<file path="src/sb_pkg.sv">
// shared sizes, functional-unit encoding and derived widths for the scoreboard and its testbench
package sb_pkg;

  // --------------------------------------------------------------------------
  // scoreboard sizes
  // --------------------------------------------------------------------------
  // must stay a power of two, the full flag is the counter msb
  localparam int unsigned NR_ENTRIES = 4;
  // one transaction id indexes one entry
  localparam int unsigned TRANS_ID_BITS = $clog2(NR_ENTRIES);
  // occupancy counter, one bit wider than an id
  localparam int unsigned CNT_BITS = TRANS_ID_BITS + 1;

  // --------------------------------------------------------------------------
  // datapath sizes
  // --------------------------------------------------------------------------
  localparam int unsigned XLEN = 32;
  localparam int unsigned REG_ADDR_BITS = 5;
  // general register file
  localparam int unsigned NR_REGS = 2 ** REG_ADDR_BITS;
  localparam int unsigned NR_WB_PORTS = 2;
  localparam int unsigned CAUSE_BITS = 5;
  // forwarding requests, writeback ports first, then entries
  localparam int unsigned NR_REQS = NR_WB_PORTS + NR_ENTRIES;

  // functional unit of an instruction
  // NONE completes without a writeback
  typedef enum logic [2:0] {
    NONE   = 3'd0,
    ALU    = 3'd1,
    BRANCH = 3'd2,
    LOAD   = 3'd3,
    STORE  = 3'd4,
    MULT   = 3'd5,
    CSR    = 3'd6
  } fu_e;

endpackage

</file>
<file path="src/sb_ctrl.sv">
// scoreboard control: issue and commit pointers, occupancy count and the issue handshake
`timescale 1ns/1ps

module sb_ctrl (
  input  logic                             clk_i,
  input  logic                             rst_ni,
  // decoder side
  input  logic                             decoded_valid_i,
  input  logic                             unresolved_branch_i,
  input  logic                             issue_ack_i,
  // commit and flush
  input  logic                             commit_ack_i,
  input  logic                             flush_i,
  // status
  output logic                             issue_valid_o,
  output logic                             sb_full_o,
  output logic                             alloc_o,
  output logic [sb_pkg::TRANS_ID_BITS-1:0] issue_ptr_o,
  output logic [sb_pkg::TRANS_ID_BITS-1:0] commit_ptr_o
);
  import sb_pkg::*;

  logic [TRANS_ID_BITS-1:0] issue_ptr_q;
  logic [TRANS_ID_BITS-1:0] commit_ptr_q;
  logic [CNT_BITS-1:0]      cnt_q;
  logic                     full;

  // counter msb set means all entries are in use
  assign full      = cnt_q[CNT_BITS-1];
  assign sb_full_o = full;

  // offer the instruction only with room and no branch in flight
  assign issue_valid_o = decoded_valid_i & ~unresolved_branch_i & ~full;
  // an entry is taken on the handshake
  assign alloc_o       = decoded_valid_i & issue_ack_i & ~full;

  // --------------------------------------------------------------------------
  // pointers and occupancy
  // --------------------------------------------------------------------------
  always_ff @(posedge clk_i or negedge rst_ni) begin
    if (!rst_ni) begin
      issue_ptr_q  <= '0;
      commit_ptr_q <= '0;
      cnt_q        <= '0;
    end else if (flush_i) begin
      // flush drops everything in flight
      issue_ptr_q  <= '0;
      commit_ptr_q <= '0;
      cnt_q        <= '0;
    end else begin
      // pointers wrap at the ring size
      issue_ptr_q  <= issue_ptr_q + TRANS_ID_BITS'(alloc_o);
      commit_ptr_q <= commit_ptr_q + TRANS_ID_BITS'(commit_ack_i);
      // alloc and commit in one cycle cancel out
      cnt_q        <= cnt_q + CNT_BITS'(alloc_o) - CNT_BITS'(commit_ack_i);
    end
  end

  assign issue_ptr_o  = issue_ptr_q;
  assign commit_ptr_o = commit_ptr_q;

endmodule

</file>
<file path="src/sb_entry_store.sv">
// scoreboard entry array, written by allocation, writeback, commit and flush, read at commit
`timescale 1ns/1ps

module sb_entry_store (
  input  logic                                                      clk_i,
  input  logic                                                      rst_ni,
  // allocation
  input  logic                                                      alloc_i,
  input  logic [sb_pkg::TRANS_ID_BITS-1:0]                          alloc_ptr_i,
  input  sb_pkg::fu_e                                               decoded_fu_i,
  input  logic [sb_pkg::REG_ADDR_BITS-1:0]                          decoded_rd_i,
  // writeback ports
  input  logic [sb_pkg::NR_WB_PORTS-1:0]                            wb_valid_i,
  input  logic [sb_pkg::NR_WB_PORTS-1:0][sb_pkg::TRANS_ID_BITS-1:0] wb_trans_id_i,
  input  logic [sb_pkg::NR_WB_PORTS-1:0][sb_pkg::XLEN-1:0]          wb_data_i,
  input  logic [sb_pkg::NR_WB_PORTS-1:0]                            wb_ex_valid_i,
  input  logic [sb_pkg::NR_WB_PORTS-1:0][sb_pkg::CAUSE_BITS-1:0]    wb_ex_cause_i,
  // commit and flush
  input  logic                                                      commit_ack_i,
  input  logic [sb_pkg::TRANS_ID_BITS-1:0]                          commit_ptr_i,
  input  logic                                                      flush_i,
  // per-entry state
  output logic [sb_pkg::NR_ENTRIES-1:0]                             entry_issued_o,
  output logic [sb_pkg::NR_ENTRIES-1:0]                             entry_valid_o,
  output sb_pkg::fu_e [sb_pkg::NR_ENTRIES-1:0]                      entry_fu_o,
  output logic [sb_pkg::NR_ENTRIES-1:0][sb_pkg::REG_ADDR_BITS-1:0]  entry_rd_o,
  output logic [sb_pkg::NR_ENTRIES-1:0][sb_pkg::XLEN-1:0]           entry_result_o,
  // head entry
  output logic                                                      commit_valid_o,
  output sb_pkg::fu_e                                               commit_fu_o,
  output logic [sb_pkg::REG_ADDR_BITS-1:0]                          commit_rd_o,
  output logic [sb_pkg::XLEN-1:0]                                   commit_result_o,
  output logic                                                      commit_ex_valid_o,
  output logic [sb_pkg::CAUSE_BITS-1:0]                             commit_ex_cause_o
);
  import sb_pkg::*;

  // control flags
  logic [NR_ENTRIES-1:0]                  issued_q;
  logic [NR_ENTRIES-1:0]                  valid_q;
  logic [NR_ENTRIES-1:0]                  ex_valid_q;
  // payload
  fu_e  [NR_ENTRIES-1:0]                  fu_q;
  logic [NR_ENTRIES-1:0][REG_ADDR_BITS-1:0] rd_q;
  logic [NR_ENTRIES-1:0][XLEN-1:0]        result_q;
  logic [NR_ENTRIES-1:0][CAUSE_BITS-1:0]  cause_q;

  // --------------------------------------------------------------------------
  // control flags, later updates take priority
  // --------------------------------------------------------------------------
  always_ff @(posedge clk_i or negedge rst_ni) begin
    if (!rst_ni) begin
      issued_q   <= '0;
      valid_q    <= '0;
      ex_valid_q <= '0;
    end else begin
      // new entry starts incomplete and without exception
      if (alloc_i) begin
        issued_q[alloc_ptr_i]   <= 1'b1;
        valid_q[alloc_ptr_i]    <= 1'b0;
        ex_valid_q[alloc_ptr_i] <= 1'b0;
      end
      // no unit to wait for, done one cycle after issue
      for (int unsigned i = 0; i < NR_ENTRIES; i++) begin
        if (issued_q[i] && fu_q[i] == NONE) begin
          valid_q[i] <= 1'b1;
        end
      end
      // results for entries no longer issued are dropped
      for (int unsigned k = 0; k < NR_WB_PORTS; k++) begin
        if (wb_valid_i[k] && issued_q[wb_trans_id_i[k]]) begin
          valid_q[wb_trans_id_i[k]] <= 1'b1;
          if (wb_ex_valid_i[k]) begin
            ex_valid_q[wb_trans_id_i[k]] <= 1'b1;
          end
        end
      end
      // retire the head
      if (commit_ack_i) begin
        issued_q[commit_ptr_i] <= 1'b0;
        valid_q[commit_ptr_i]  <= 1'b0;
      end
      if (flush_i) begin
        issued_q   <= '0;
        valid_q    <= '0;
        ex_valid_q <= '0;
      end
    end
  end

  // --------------------------------------------------------------------------
  // payload
  // --------------------------------------------------------------------------
  always_ff @(posedge clk_i) begin
    if (alloc_i) begin
      fu_q[alloc_ptr_i] <= decoded_fu_i;
      rd_q[alloc_ptr_i] <= decoded_rd_i;
    end
    for (int unsigned k = 0; k < NR_WB_PORTS; k++) begin
      if (wb_valid_i[k] && issued_q[wb_trans_id_i[k]]) begin
        result_q[wb_trans_id_i[k]] <= wb_data_i[k];
        // cause only meaningful with the exception flag
        if (wb_ex_valid_i[k]) begin
          cause_q[wb_trans_id_i[k]] <= wb_ex_cause_i[k];
        end
      end
    end
  end

  assign entry_issued_o = issued_q;
  assign entry_valid_o  = valid_q;
  assign entry_fu_o     = fu_q;
  assign entry_rd_o     = rd_q;
  assign entry_result_o = result_q;

  // head entry seen by the commit stage
  assign commit_valid_o    = valid_q[commit_ptr_i];
  assign commit_fu_o       = fu_q[commit_ptr_i];
  assign commit_rd_o       = rd_q[commit_ptr_i];
  assign commit_result_o   = result_q[commit_ptr_i];
  assign commit_ex_valid_o = ex_valid_q[commit_ptr_i];
  assign commit_ex_cause_o = cause_q[commit_ptr_i];

endmodule

</file>
<file path="src/sb_clobber.sv">
// per-register clobber report, the unit of the in-flight entry that will write each register
`timescale 1ns/1ps

module sb_clobber (
  input  logic [sb_pkg::NR_ENTRIES-1:0]                            entry_issued_i,
  input  sb_pkg::fu_e [sb_pkg::NR_ENTRIES-1:0]                     entry_fu_i,
  input  logic [sb_pkg::NR_ENTRIES-1:0][sb_pkg::REG_ADDR_BITS-1:0] entry_rd_i,
  output sb_pkg::fu_e [sb_pkg::NR_REGS-1:0]                        rd_clobber_o
);
  import sb_pkg::*;

  // entry i is in flight and writes register r
  logic [NR_REGS-1:0][NR_ENTRIES-1:0] hit;

  always_comb begin
    for (int unsigned r = 0; r < NR_REGS; r++) begin
      for (int unsigned i = 0; i < NR_ENTRIES; i++) begin
        hit[r][i] = entry_issued_i[i] && (entry_rd_i[i] == REG_ADDR_BITS'(r));
      end
    end
    // x0 is never written
    hit[0] = '0;
  end

  // --------------------------------------------------------------------------
  // fixed priority, lowest entry index wins
  // --------------------------------------------------------------------------
  always_comb begin
    for (int unsigned r = 0; r < NR_REGS; r++) begin
      rd_clobber_o[r] = NONE;
      // walk downwards so the lowest match is assigned last
      for (int i = NR_ENTRIES - 1; i >= 0; i--) begin
        if (hit[r][i]) begin
          rd_clobber_o[r] = entry_fu_i[i];
        end
      end
    end
  end

endmodule

</file>
<file path="src/sb_operand_fwd.sv">
// operand forwarding for one source register from writeback ports and completed entries
`timescale 1ns/1ps

module sb_operand_fwd (
  input  logic [sb_pkg::REG_ADDR_BITS-1:0]                          rs_i,
  // writeback ports
  input  logic [sb_pkg::NR_WB_PORTS-1:0]                            wb_valid_i,
  input  logic [sb_pkg::NR_WB_PORTS-1:0][sb_pkg::TRANS_ID_BITS-1:0] wb_trans_id_i,
  input  logic [sb_pkg::NR_WB_PORTS-1:0][sb_pkg::XLEN-1:0]          wb_data_i,
  input  logic [sb_pkg::NR_WB_PORTS-1:0]                            wb_ex_valid_i,
  // entry state
  input  logic [sb_pkg::NR_ENTRIES-1:0]                             entry_issued_i,
  input  logic [sb_pkg::NR_ENTRIES-1:0]                             entry_valid_i,
  input  logic [sb_pkg::NR_ENTRIES-1:0][sb_pkg::REG_ADDR_BITS-1:0]  entry_rd_i,
  input  logic [sb_pkg::NR_ENTRIES-1:0][sb_pkg::XLEN-1:0]           entry_result_i,
  // forwarded operand
  output logic [sb_pkg::XLEN-1:0]                                   rs_o,
  output logic                                                      rs_valid_o
);
  import sb_pkg::*;

  logic [NR_REQS-1:0]           req;
  logic [NR_REQS-1:0][XLEN-1:0] req_data;
  logic                         hit;

  // --------------------------------------------------------------------------
  // requests, ports at the low indices
  // --------------------------------------------------------------------------
  always_comb begin
    // result on the bus this cycle, faulting results are not usable
    for (int unsigned k = 0; k < NR_WB_PORTS; k++) begin
      req[k]      = wb_valid_i[k] & ~wb_ex_valid_i[k] &
                    (entry_rd_i[wb_trans_id_i[k]] == rs_i);
      req_data[k] = wb_data_i[k];
    end
    // result already held in a completed entry
    for (int unsigned i = 0; i < NR_ENTRIES; i++) begin
      req[NR_WB_PORTS+i]      = entry_issued_i[i] & entry_valid_i[i] & (entry_rd_i[i] == rs_i);
      req_data[NR_WB_PORTS+i] = entry_result_i[i];
    end
  end

  // lowest request index wins
  always_comb begin
    hit  = 1'b0;
    rs_o = '0;
    for (int i = NR_REQS - 1; i >= 0; i--) begin
      if (req[i]) begin
        hit  = 1'b1;
        rs_o = req_data[i];
      end
    end
  end

  // x0 reads from the register file
  assign rs_valid_o = hit & (rs_i != '0);

endmodule

</file>
<file path="src/scoreboard_top.sv">
// scoreboard top level, connects control, entry store, clobber tracker and operand forwarders
`timescale 1ns/1ps

module scoreboard_top (
  input  logic                                                      clk_i,
  input  logic                                                      rst_ni,
  // decoder and issue stage
  input  logic                                                      decoded_valid_i,
  input  sb_pkg::fu_e                                               decoded_fu_i,
  input  logic [sb_pkg::REG_ADDR_BITS-1:0]                          decoded_rd_i,
  input  logic                                                      unresolved_branch_i,
  input  logic                                                      issue_ack_i,
  output logic                                                      issue_valid_o,
  output logic [sb_pkg::TRANS_ID_BITS-1:0]                          issue_trans_id_o,
  output logic                                                      sb_full_o,
  // writeback ports
  input  logic [sb_pkg::NR_WB_PORTS-1:0]                            wb_valid_i,
  input  logic [sb_pkg::NR_WB_PORTS-1:0][sb_pkg::TRANS_ID_BITS-1:0] wb_trans_id_i,
  input  logic [sb_pkg::NR_WB_PORTS-1:0][sb_pkg::XLEN-1:0]          wb_data_i,
  input  logic [sb_pkg::NR_WB_PORTS-1:0]                            wb_ex_valid_i,
  input  logic [sb_pkg::NR_WB_PORTS-1:0][sb_pkg::CAUSE_BITS-1:0]    wb_ex_cause_i,
  // commit port
  output logic                                                      commit_valid_o,
  output logic [sb_pkg::TRANS_ID_BITS-1:0]                          commit_trans_id_o,
  output sb_pkg::fu_e                                               commit_fu_o,
  output logic [sb_pkg::REG_ADDR_BITS-1:0]                          commit_rd_o,
  output logic [sb_pkg::XLEN-1:0]                                   commit_result_o,
  output logic                                                      commit_ex_valid_o,
  output logic [sb_pkg::CAUSE_BITS-1:0]                             commit_ex_cause_o,
  input  logic                                                      commit_ack_i,
  input  logic                                                      flush_i,
  // operand read
  input  logic [sb_pkg::REG_ADDR_BITS-1:0]                          rs1_i,
  input  logic [sb_pkg::REG_ADDR_BITS-1:0]                          rs2_i,
  output logic [sb_pkg::XLEN-1:0]                                   rs1_o,
  output logic [sb_pkg::XLEN-1:0]                                   rs2_o,
  output logic                                                      rs1_valid_o,
  output logic                                                      rs2_valid_o,
  output sb_pkg::fu_e [sb_pkg::NR_REGS-1:0]                         rd_clobber_o
);
  import sb_pkg::*;

  logic                                     alloc;
  logic [TRANS_ID_BITS-1:0]                 issue_ptr;
  logic [TRANS_ID_BITS-1:0]                 commit_ptr;
  logic [NR_ENTRIES-1:0]                    entry_issued;
  logic [NR_ENTRIES-1:0]                    entry_valid;
  fu_e  [NR_ENTRIES-1:0]                    entry_fu;
  logic [NR_ENTRIES-1:0][REG_ADDR_BITS-1:0] entry_rd;
  logic [NR_ENTRIES-1:0][XLEN-1:0]          entry_result;

  // id of the next allocation and of the head
  assign issue_trans_id_o  = issue_ptr;
  assign commit_trans_id_o = commit_ptr;

  sb_ctrl i_ctrl (
    .clk_i               (clk_i),
    .rst_ni              (rst_ni),
    .decoded_valid_i     (decoded_valid_i),
    .unresolved_branch_i (unresolved_branch_i),
    .issue_ack_i         (issue_ack_i),
    .commit_ack_i        (commit_ack_i),
    .flush_i             (flush_i),
    .issue_valid_o       (issue_valid_o),
    .sb_full_o           (sb_full_o),
    .alloc_o             (alloc),
    .issue_ptr_o         (issue_ptr),
    .commit_ptr_o        (commit_ptr)
  );

  sb_entry_store i_store (
    .clk_i             (clk_i),
    .rst_ni            (rst_ni),
    .alloc_i           (alloc),
    .alloc_ptr_i       (issue_ptr),
    .decoded_fu_i      (decoded_fu_i),
    .decoded_rd_i      (decoded_rd_i),
    .wb_valid_i        (wb_valid_i),
    .wb_trans_id_i     (wb_trans_id_i),
    .wb_data_i         (wb_data_i),
    .wb_ex_valid_i     (wb_ex_valid_i),
    .wb_ex_cause_i     (wb_ex_cause_i),
    .commit_ack_i      (commit_ack_i),
    .commit_ptr_i      (commit_ptr),
    .flush_i           (flush_i),
    .entry_issued_o    (entry_issued),
    .entry_valid_o     (entry_valid),
    .entry_fu_o        (entry_fu),
    .entry_rd_o        (entry_rd),
    .entry_result_o    (entry_result),
    .commit_valid_o    (commit_valid_o),
    .commit_fu_o       (commit_fu_o),
    .commit_rd_o       (commit_rd_o),
    .commit_result_o   (commit_result_o),
    .commit_ex_valid_o (commit_ex_valid_o),
    .commit_ex_cause_o (commit_ex_cause_o)
  );

  sb_clobber i_clobber (
    .entry_issued_i (entry_issued),
    .entry_fu_i     (entry_fu),
    .entry_rd_i     (entry_rd),
    .rd_clobber_o   (rd_clobber_o)
  );

  // --------------------------------------------------------------------------
  // one forwarder per source operand
  // --------------------------------------------------------------------------
  sb_operand_fwd i_fwd_rs1 (
    .rs_i           (rs1_i),
    .wb_valid_i     (wb_valid_i),
    .wb_trans_id_i  (wb_trans_id_i),
    .wb_data_i      (wb_data_i),
    .wb_ex_valid_i  (wb_ex_valid_i),
    .entry_issued_i (entry_issued),
    .entry_valid_i  (entry_valid),
    .entry_rd_i     (entry_rd),
    .entry_result_i (entry_result),
    .rs_o           (rs1_o),
    .rs_valid_o     (rs1_valid_o)
  );

  sb_operand_fwd i_fwd_rs2 (
    .rs_i           (rs2_i),
    .wb_valid_i     (wb_valid_i),
    .wb_trans_id_i  (wb_trans_id_i),
    .wb_data_i      (wb_data_i),
    .wb_ex_valid_i  (wb_ex_valid_i),
    .entry_issued_i (entry_issued),
    .entry_valid_i  (entry_valid),
    .entry_rd_i     (entry_rd),
    .entry_result_i (entry_result),
    .rs_o           (rs2_o),
    .rs_valid_o     (rs2_valid_o)
  );

endmodule

</file>
<file path="config.mk">
export PLATFORM = sky130hd
export DESIGN_NAME = scoreboard_top
export DESIGN_NICKNAME = d
export VERILOG_FILES = /design/src/sb_pkg.sv /design/src/sb_ctrl.sv /design/src/sb_entry_store.sv /design/src/sb_clobber.sv /design/src/sb_operand_fwd.sv /design/src/scoreboard_top.sv
export SDC_FILE = /design/constraint.sdc
export NUM_CORES = 1
export LEC_CHECK = 0
export ABC_AREA = 1
export CORE_AREA = 2 2 209 211
export CTS_BUF_LIST = sky130_fd_sc_hd__clkbuf_16
export CTS_CLUSTER_DIAMETER = 150
export DETAILED_ROUTE_END_ITERATION = 7
export DIE_AREA = 0 0 211 213
export DONT_BUFFER_PORTS = 1
export PLACE_DENSITY = 0.57
export RECOVER_POWER = 100
export SYNTH_ARGS = -nofsm -noshare
export SYNTH_HDL_FRONTEND = slang
export SYNTH_SLANG_ARGS = --single-unit
</file>
<file path="constraint.sdc">
create_clock -name clk_i -period 6.9 [get_ports clk_i]
set_input_delay 1.38 -clock clk_i [delete_from_list [all_inputs] [get_ports clk_i]]
set_output_delay 1.38 -clock clk_i [all_outputs]
set_load 0.02 [all_outputs]
</file>
-- After elaboration in Yosys (flattened, before gate mapping)
Cells that the tools add are included.
- bits of input ports: 107
- output and inout port bits: 215
- logic and storage cells: 570
- register bits after elaboration: 199
- $lt $le $gt $ge: 8
- mux-type cells: 221
- equality and inequality tests: 136
- add/sub/neg operators: 4
- bitwise operators: 39
- reduce and logical (&&, ||, !) cells: 140
- operator list (kind ; number):
    $mux 32 ; 15
    $mux 3 ; 127
    $eq 5x5->1 const B ; 64
    $bwmux 128 ; 2
    $mux 128 ; 2
    $eq 5x4->1 const B ; 32
    $logic_and 1x1->1 ; 134
    $demux 32 s2 ; 2
    $eq 5x3->1 const B ; 16
    $mux 20 ; 4
    $bmux 32 s2 ; 1
    $bwmux 20 ; 3
    $eq 5x5->1 ; 12
    $mux 4 ; 14
    $bmux 5 s2 ; 4
    $eq 5x2->1 const B ; 8
    $mux 5 ; 7
    $demux 5 s2 ; 3
    $and 1x1->1 ; 24
    $mux 1 ; 24
    $eq 5x1->1 const B ; 4
    $or 4x4->4 ; 5
    $and 4x4->4 ; 4
    $bwmux 12 ; 1
    14 further kinds ; 36

-- Depth between registers and ports, before layout
- depth in word-level cells: 15
- depth in mapped cells: 17
- depth with buffers taken out: 14

-- Modules after synthesis
From an unflattened synthesis, not the netlist that was laid out.
- cell total of the unflattened synthesis: 4171
- area total of the unflattened synthesis: 21438.1 µm²
- by module, submodules not included (module ; seq. area each (µm²) ; instances ; cells an instance ; area an instance (µm²)):
    sb_entry_store ; 4224.1 ; 1 ; 1625 ; 10615.2
    sb_operand_fwd ; 0.0 ; 2 ; 738 ; 3042.9
    sb_clobber ; 0.0 ; 1 ; 1031 ; 4375.4
    sb_ctrl ; 175.2 ; 1 ; 39 ; 361.6

-- Least setup slack after synthesis
No wires, ideal clock.
- path type: input port to output port
- from: input port wb_trans_id_i[2] (netlist name)
- to: output port rs1_o[10] (netlist name)
- path buffers: 4
- cell stages on the path: 16
- required time: 5.520 ns
- arrival time: 2.866 ns
- slack: 2.654 ns
- path through: buf_4 inv_1 buf_4 nand2_1 nand2_1 nand2_1 nand2_1 nand2_1 nand2_1 nor2_1 nand3_1 buf_4 clkbuf_1 nand2_1 nand2_1 nand2_1
- longest elaborated chain between the ends: 6
- RTL lines (item ; line ; source):
    start, declared ; scoreboard_top.sv:18 ; input logic [sb_pkg::NR_WB_PORTS-1:0][sb_pkg::TRANS_ID_BITS-1:0] wb_trans_id_i,
    $bmux 5 s2 ; sb_operand_fwd.sv:33 ; (entry_rd_i[wb_trans_id_i[k]] == rs_i);
    $mux 5 (implied by the code) ; sb_operand_fwd.sv:33 ;
    $eq 5x5->1 ; sb_operand_fwd.sv:33 ;
    $and 1x1->1 ; sb_operand_fwd.sv:32 ; req[k] = wb_valid_i[k] & ~wb_ex_valid_i[k] &
    $mux 32 (2 in a row) ; sb_operand_fwd.sv:48 ; if (req[i]) begin
    end, declared ; scoreboard_top.sv:35 ; output logic [sb_pkg::XLEN-1:0] rs1_o,
Every way passes these cells. The select of a mux whose other input is x is not followed.

-- Worst setup path after layout
- from: input port wb_trans_id_i[2] (netlist name)
- to: output port rs2_o[20] (netlist name)
- longest elaborated chain between the ends: 6
- RTL lines (item ; line ; source):
    $bmux 5 s2 ; sb_operand_fwd.sv:33 ;
    $mux 5 (implied by the code) ; sb_operand_fwd.sv:33 ;
    $eq 5x5->1 ; sb_operand_fwd.sv:33 ;
    $and 1x1->1 ; sb_operand_fwd.sv:32 ;
    $mux 32 (2 in a row) ; sb_operand_fwd.sv:48 ;
    end, declared ; scoreboard_top.sv:36 ; output logic [sb_pkg::XLEN-1:0] rs2_o,
Every way passes these cells. The select of a mux whose other input is x is not followed.

==> out/results.ini <==
[status]
violations=capacitance limit, slew limit
status=finished with violations

[die]
dieArea_sq_um=44900
fp.coreArea_sq_um=42700
io_pins=322
placementRows=76
initial_utilization_pct=44.3
die_w_um=211
die_h_um=213

[synthesis]
yosysSeqAreaShare_pct=23.3
syn_area_sq_um=18900
synth_ff_type=dfxtp_1
synth_edf_count=32
synth_warnings=0
syn_avg_cell_area_sq_um=5.50
synth_cell_types=45
ys_ff_latch=199
async_reset_ff_share_pct=9.55
synthCells=3438

[routing]
drc=0
via_per_inst=6.19
dr.pass1.iters=6
drt_iter0_markers=3108
vias=23700
wl_per_cell_um=23.3
wl_um=89200
ant_nets=0

[clocking]
postCtsResizedCells=0
cts_made_buffers=17
clock_latency_ns=0.48
cts_tree=done
clkSinkCount=199
cts_hold_buffers=0
cts_buffer_depth=2
htree_levels=4
cts_setup_buffers=0
cts_root_buf=clkbuf_16
path_clk_slew_ns=0.07

[worst_setup_path]
endpoint_kind=primary output
timing.rr.end=i_store.entry_result_o[119]$_DFF_P_
cp.required_ns=5.52
path_class=in2out
rr_worst_depth=9
r2r_slack_ns=1.86
cp-start-kind=primary input
r2r-start=i_store.entry_issued_o[3]$_DFF_PN0_
cp_data_arrival_time_ns=4.51
cp_max_fo=35

[pwr]
p_leak_nw=9.30
ir_drop_mv=0.202
power_density_nw_per_um2=219

[sta]
rsz0062_at_grt=no
hold_viol_final=0
fin_crit_ns=5.89
maxSlewViolCount=126
slew_headroom_pct=-73.4
fin_crit_sh_pct=85.4
finalClockSkew_ns=0.0118
setup_viol=0
fin_setup_tns_ns=0
finalHoldWorstSlack_ns=0.510
tightest_slew_ns=2.60
fmax_mhz=170

[grt]
grt_pass1_vias=21700
track_usage_pct=38.6
grt_pass1_wl_um=132000
overflow=0
grt_max_degree=67
antenna_found_initial=0

[finish]
layout-drive-gt1-share_pct=2.74
multiInputGateArea_sq_um=12200
fillers=4708
syn_to_final_growth_pct=2.78
antennaDiodeCount=0
fin_nets=3385
regArea_sq_um=4400

[place]
routabilityCongestion=1.02
dp_hpwl_um=59000
io_buffers=0

[min_path]
hold_start=i_store.cause_q[14]$_DFF_P_
hold_class=reg2reg
hold_depth=2
min_to=i_store.cause_q[14]$_DFF_P_

[job]
max_cap_viol_count=4

how the worst max path moves through the flow:
stage | from | to | slack (ns) | cells past startpoint
global placement | rs2_i[0] | rs2_o[20] | 1.69 | 13
finish | wb_trans_id_i[2] | rs2_o[20] | 1.01 | 13
detailed placement | rs1_i[0] | rs1_o[21] | 1.64 | 13
floorplan | wb_trans_id_i[2] | rs1_o[10] | 2.65 | 16
global route | wb_trans_id_i[2] | rs2_o[20] | 0.67 | 13
CTS | rs1_i[0] | rs1_o[21] | 1.61 | 13
cells in the mapped netlist (all sizes together), types with 4 or more instances:
library cell	instances	area [sq um]
nor3	33	165
dfrtp	19	475
dfxtp	148	2960
a22oi	53	398
inv	339	1270
buf	83	477
a31oi	13	81.3
a211oi	33	248
o221ai	11	96.3
clkinv	9	33.8
o21ai	283	1420
clkbuf	137	518
o211ai	90	676
ha	4	50.1
nand3	183	951
nor4	5	31.3
nand2	1098	4130
edfxtp	32	961
a21oi	172	861
nand4	43	269
o31ai	11	82.6
nor2	530	2020
xor2	5	43.8
o22ai	92	576
flip-flops by register name (all words and copies together) (netlist names):
name and count:
i_store.entry_result_o 128, i_store.cause_q 20, i_store.entry_rd_o 20, i_store.entry_fu_o 12, i_store.entry_issued_o 4, i_store.entry_valid_o 4, i_store.ex_valid_q 4, i_ctrl.cnt_q 3
i_ctrl.commit_ptr_o 2, i_ctrl.issue_ptr_o 2
placed cells by master (no fill, tap or decap), types with 7 or more instances in the layout:
master | Yosys | layout
a211oi_1 | 33 | 33
a21oi_1 | 172 | 172
a22oi_1 | 53 | 53
a31oi_1 | 13 | 13
buf_4 | 19 | 27
clkbuf_16 | 0 | 17
clkinv_1 | 9 | 9
dfrtp_1 | 19 | 19
dfxtp_1 | 148 | 148
edfxtp_1 | 32 | 32
inv_1 | 336 | 334
nand2_1 | 1096 | 1095
nand3_1 | 179 | 176
nand4_1 | 43 | 43
nor2_1 | 520 | 519
nor2_2 | 8 | 7
nor3_1 | 33 | 33
o211ai_1 | 90 | 90
o21ai_0 | 274 | 280
o221ai_1 | 11 | 11
o22ai_1 | 92 | 92
o31ai_1 | 11 | 11
power breakdown:
group | internal, W | switching, W | total (W)
Combinational | 0.000423 | 0.000858 | 0.00128
Clock | 0.000507 | 0.000520 | 0.00103
Sequential | 0.00158 | 0.000365 | 0.00194
metal layers:
| layer | track usage, % | wire [um] |
|---|---|---|
| met5 | 0 | 0 |
| met2 | 58.6 | 38600 |
| met4 | 16.2 | 3230 |
| met3 | 9.82 | 11100 |
| met1 | 51.9 | 36200 |
worst max-delay path: stages:
cell	delay, ns
inv_1	0.24
nand2_1	0.09
nand2_1	0.07
nand2_1	0.07
nand2_1	0.15
nor2_1	0.06
nor2_1	0.10
nand3_1	1.19
buf_4	0.72
nor2_1	0.13
nor2_1	0.05
nand2_1	0.08
nand2_1	0.15
logic make-up (layout without fill, tap and decap cells):
group / count (synthesis) / in the layout / share of synthesized area [%]
simple gates: 1894 / 1894 / 40.1
other cells: 1 / 3 / 0.0198
xor+xnor: 7 / 7 / 0.324
buf+inv: 568 / 414 / 12.2
flops: 199 / 199 / 23.3
compound gates: 764 / 764 / 23.8
fa+ha+maj: 5 / 5 / 0.370
through the flow:
stage          setup slack (ns)  area [sq um]  instances  utilization, %  power, W
2_1_floorplan              2.65         18900       3440               -   0.00285
3_3_place_gp               1.69         18900       3800            44.4   0.00317
3_5_place_dp               1.64         18900       3800            44.4   0.00320
4_1_cts                    1.61         19500       3832            45.7   0.00423
5_1_grt                   0.668         19400       3832            45.5   0.00449
6_report                   1.01         19400       3832            45.5   0.00425
final cells by class:
type | count | area share [%]
tap | 546 | 3.51
timing repair buffer | 34 | 1.27
multi-input combinational | 2673 | 62.9
sequential | 199 | 22.6
clock inverter | 15 | 0.746
inverter | 348 | 6.72
clock buffer | 17 | 2.19
(Power assumes the default switching activity.)
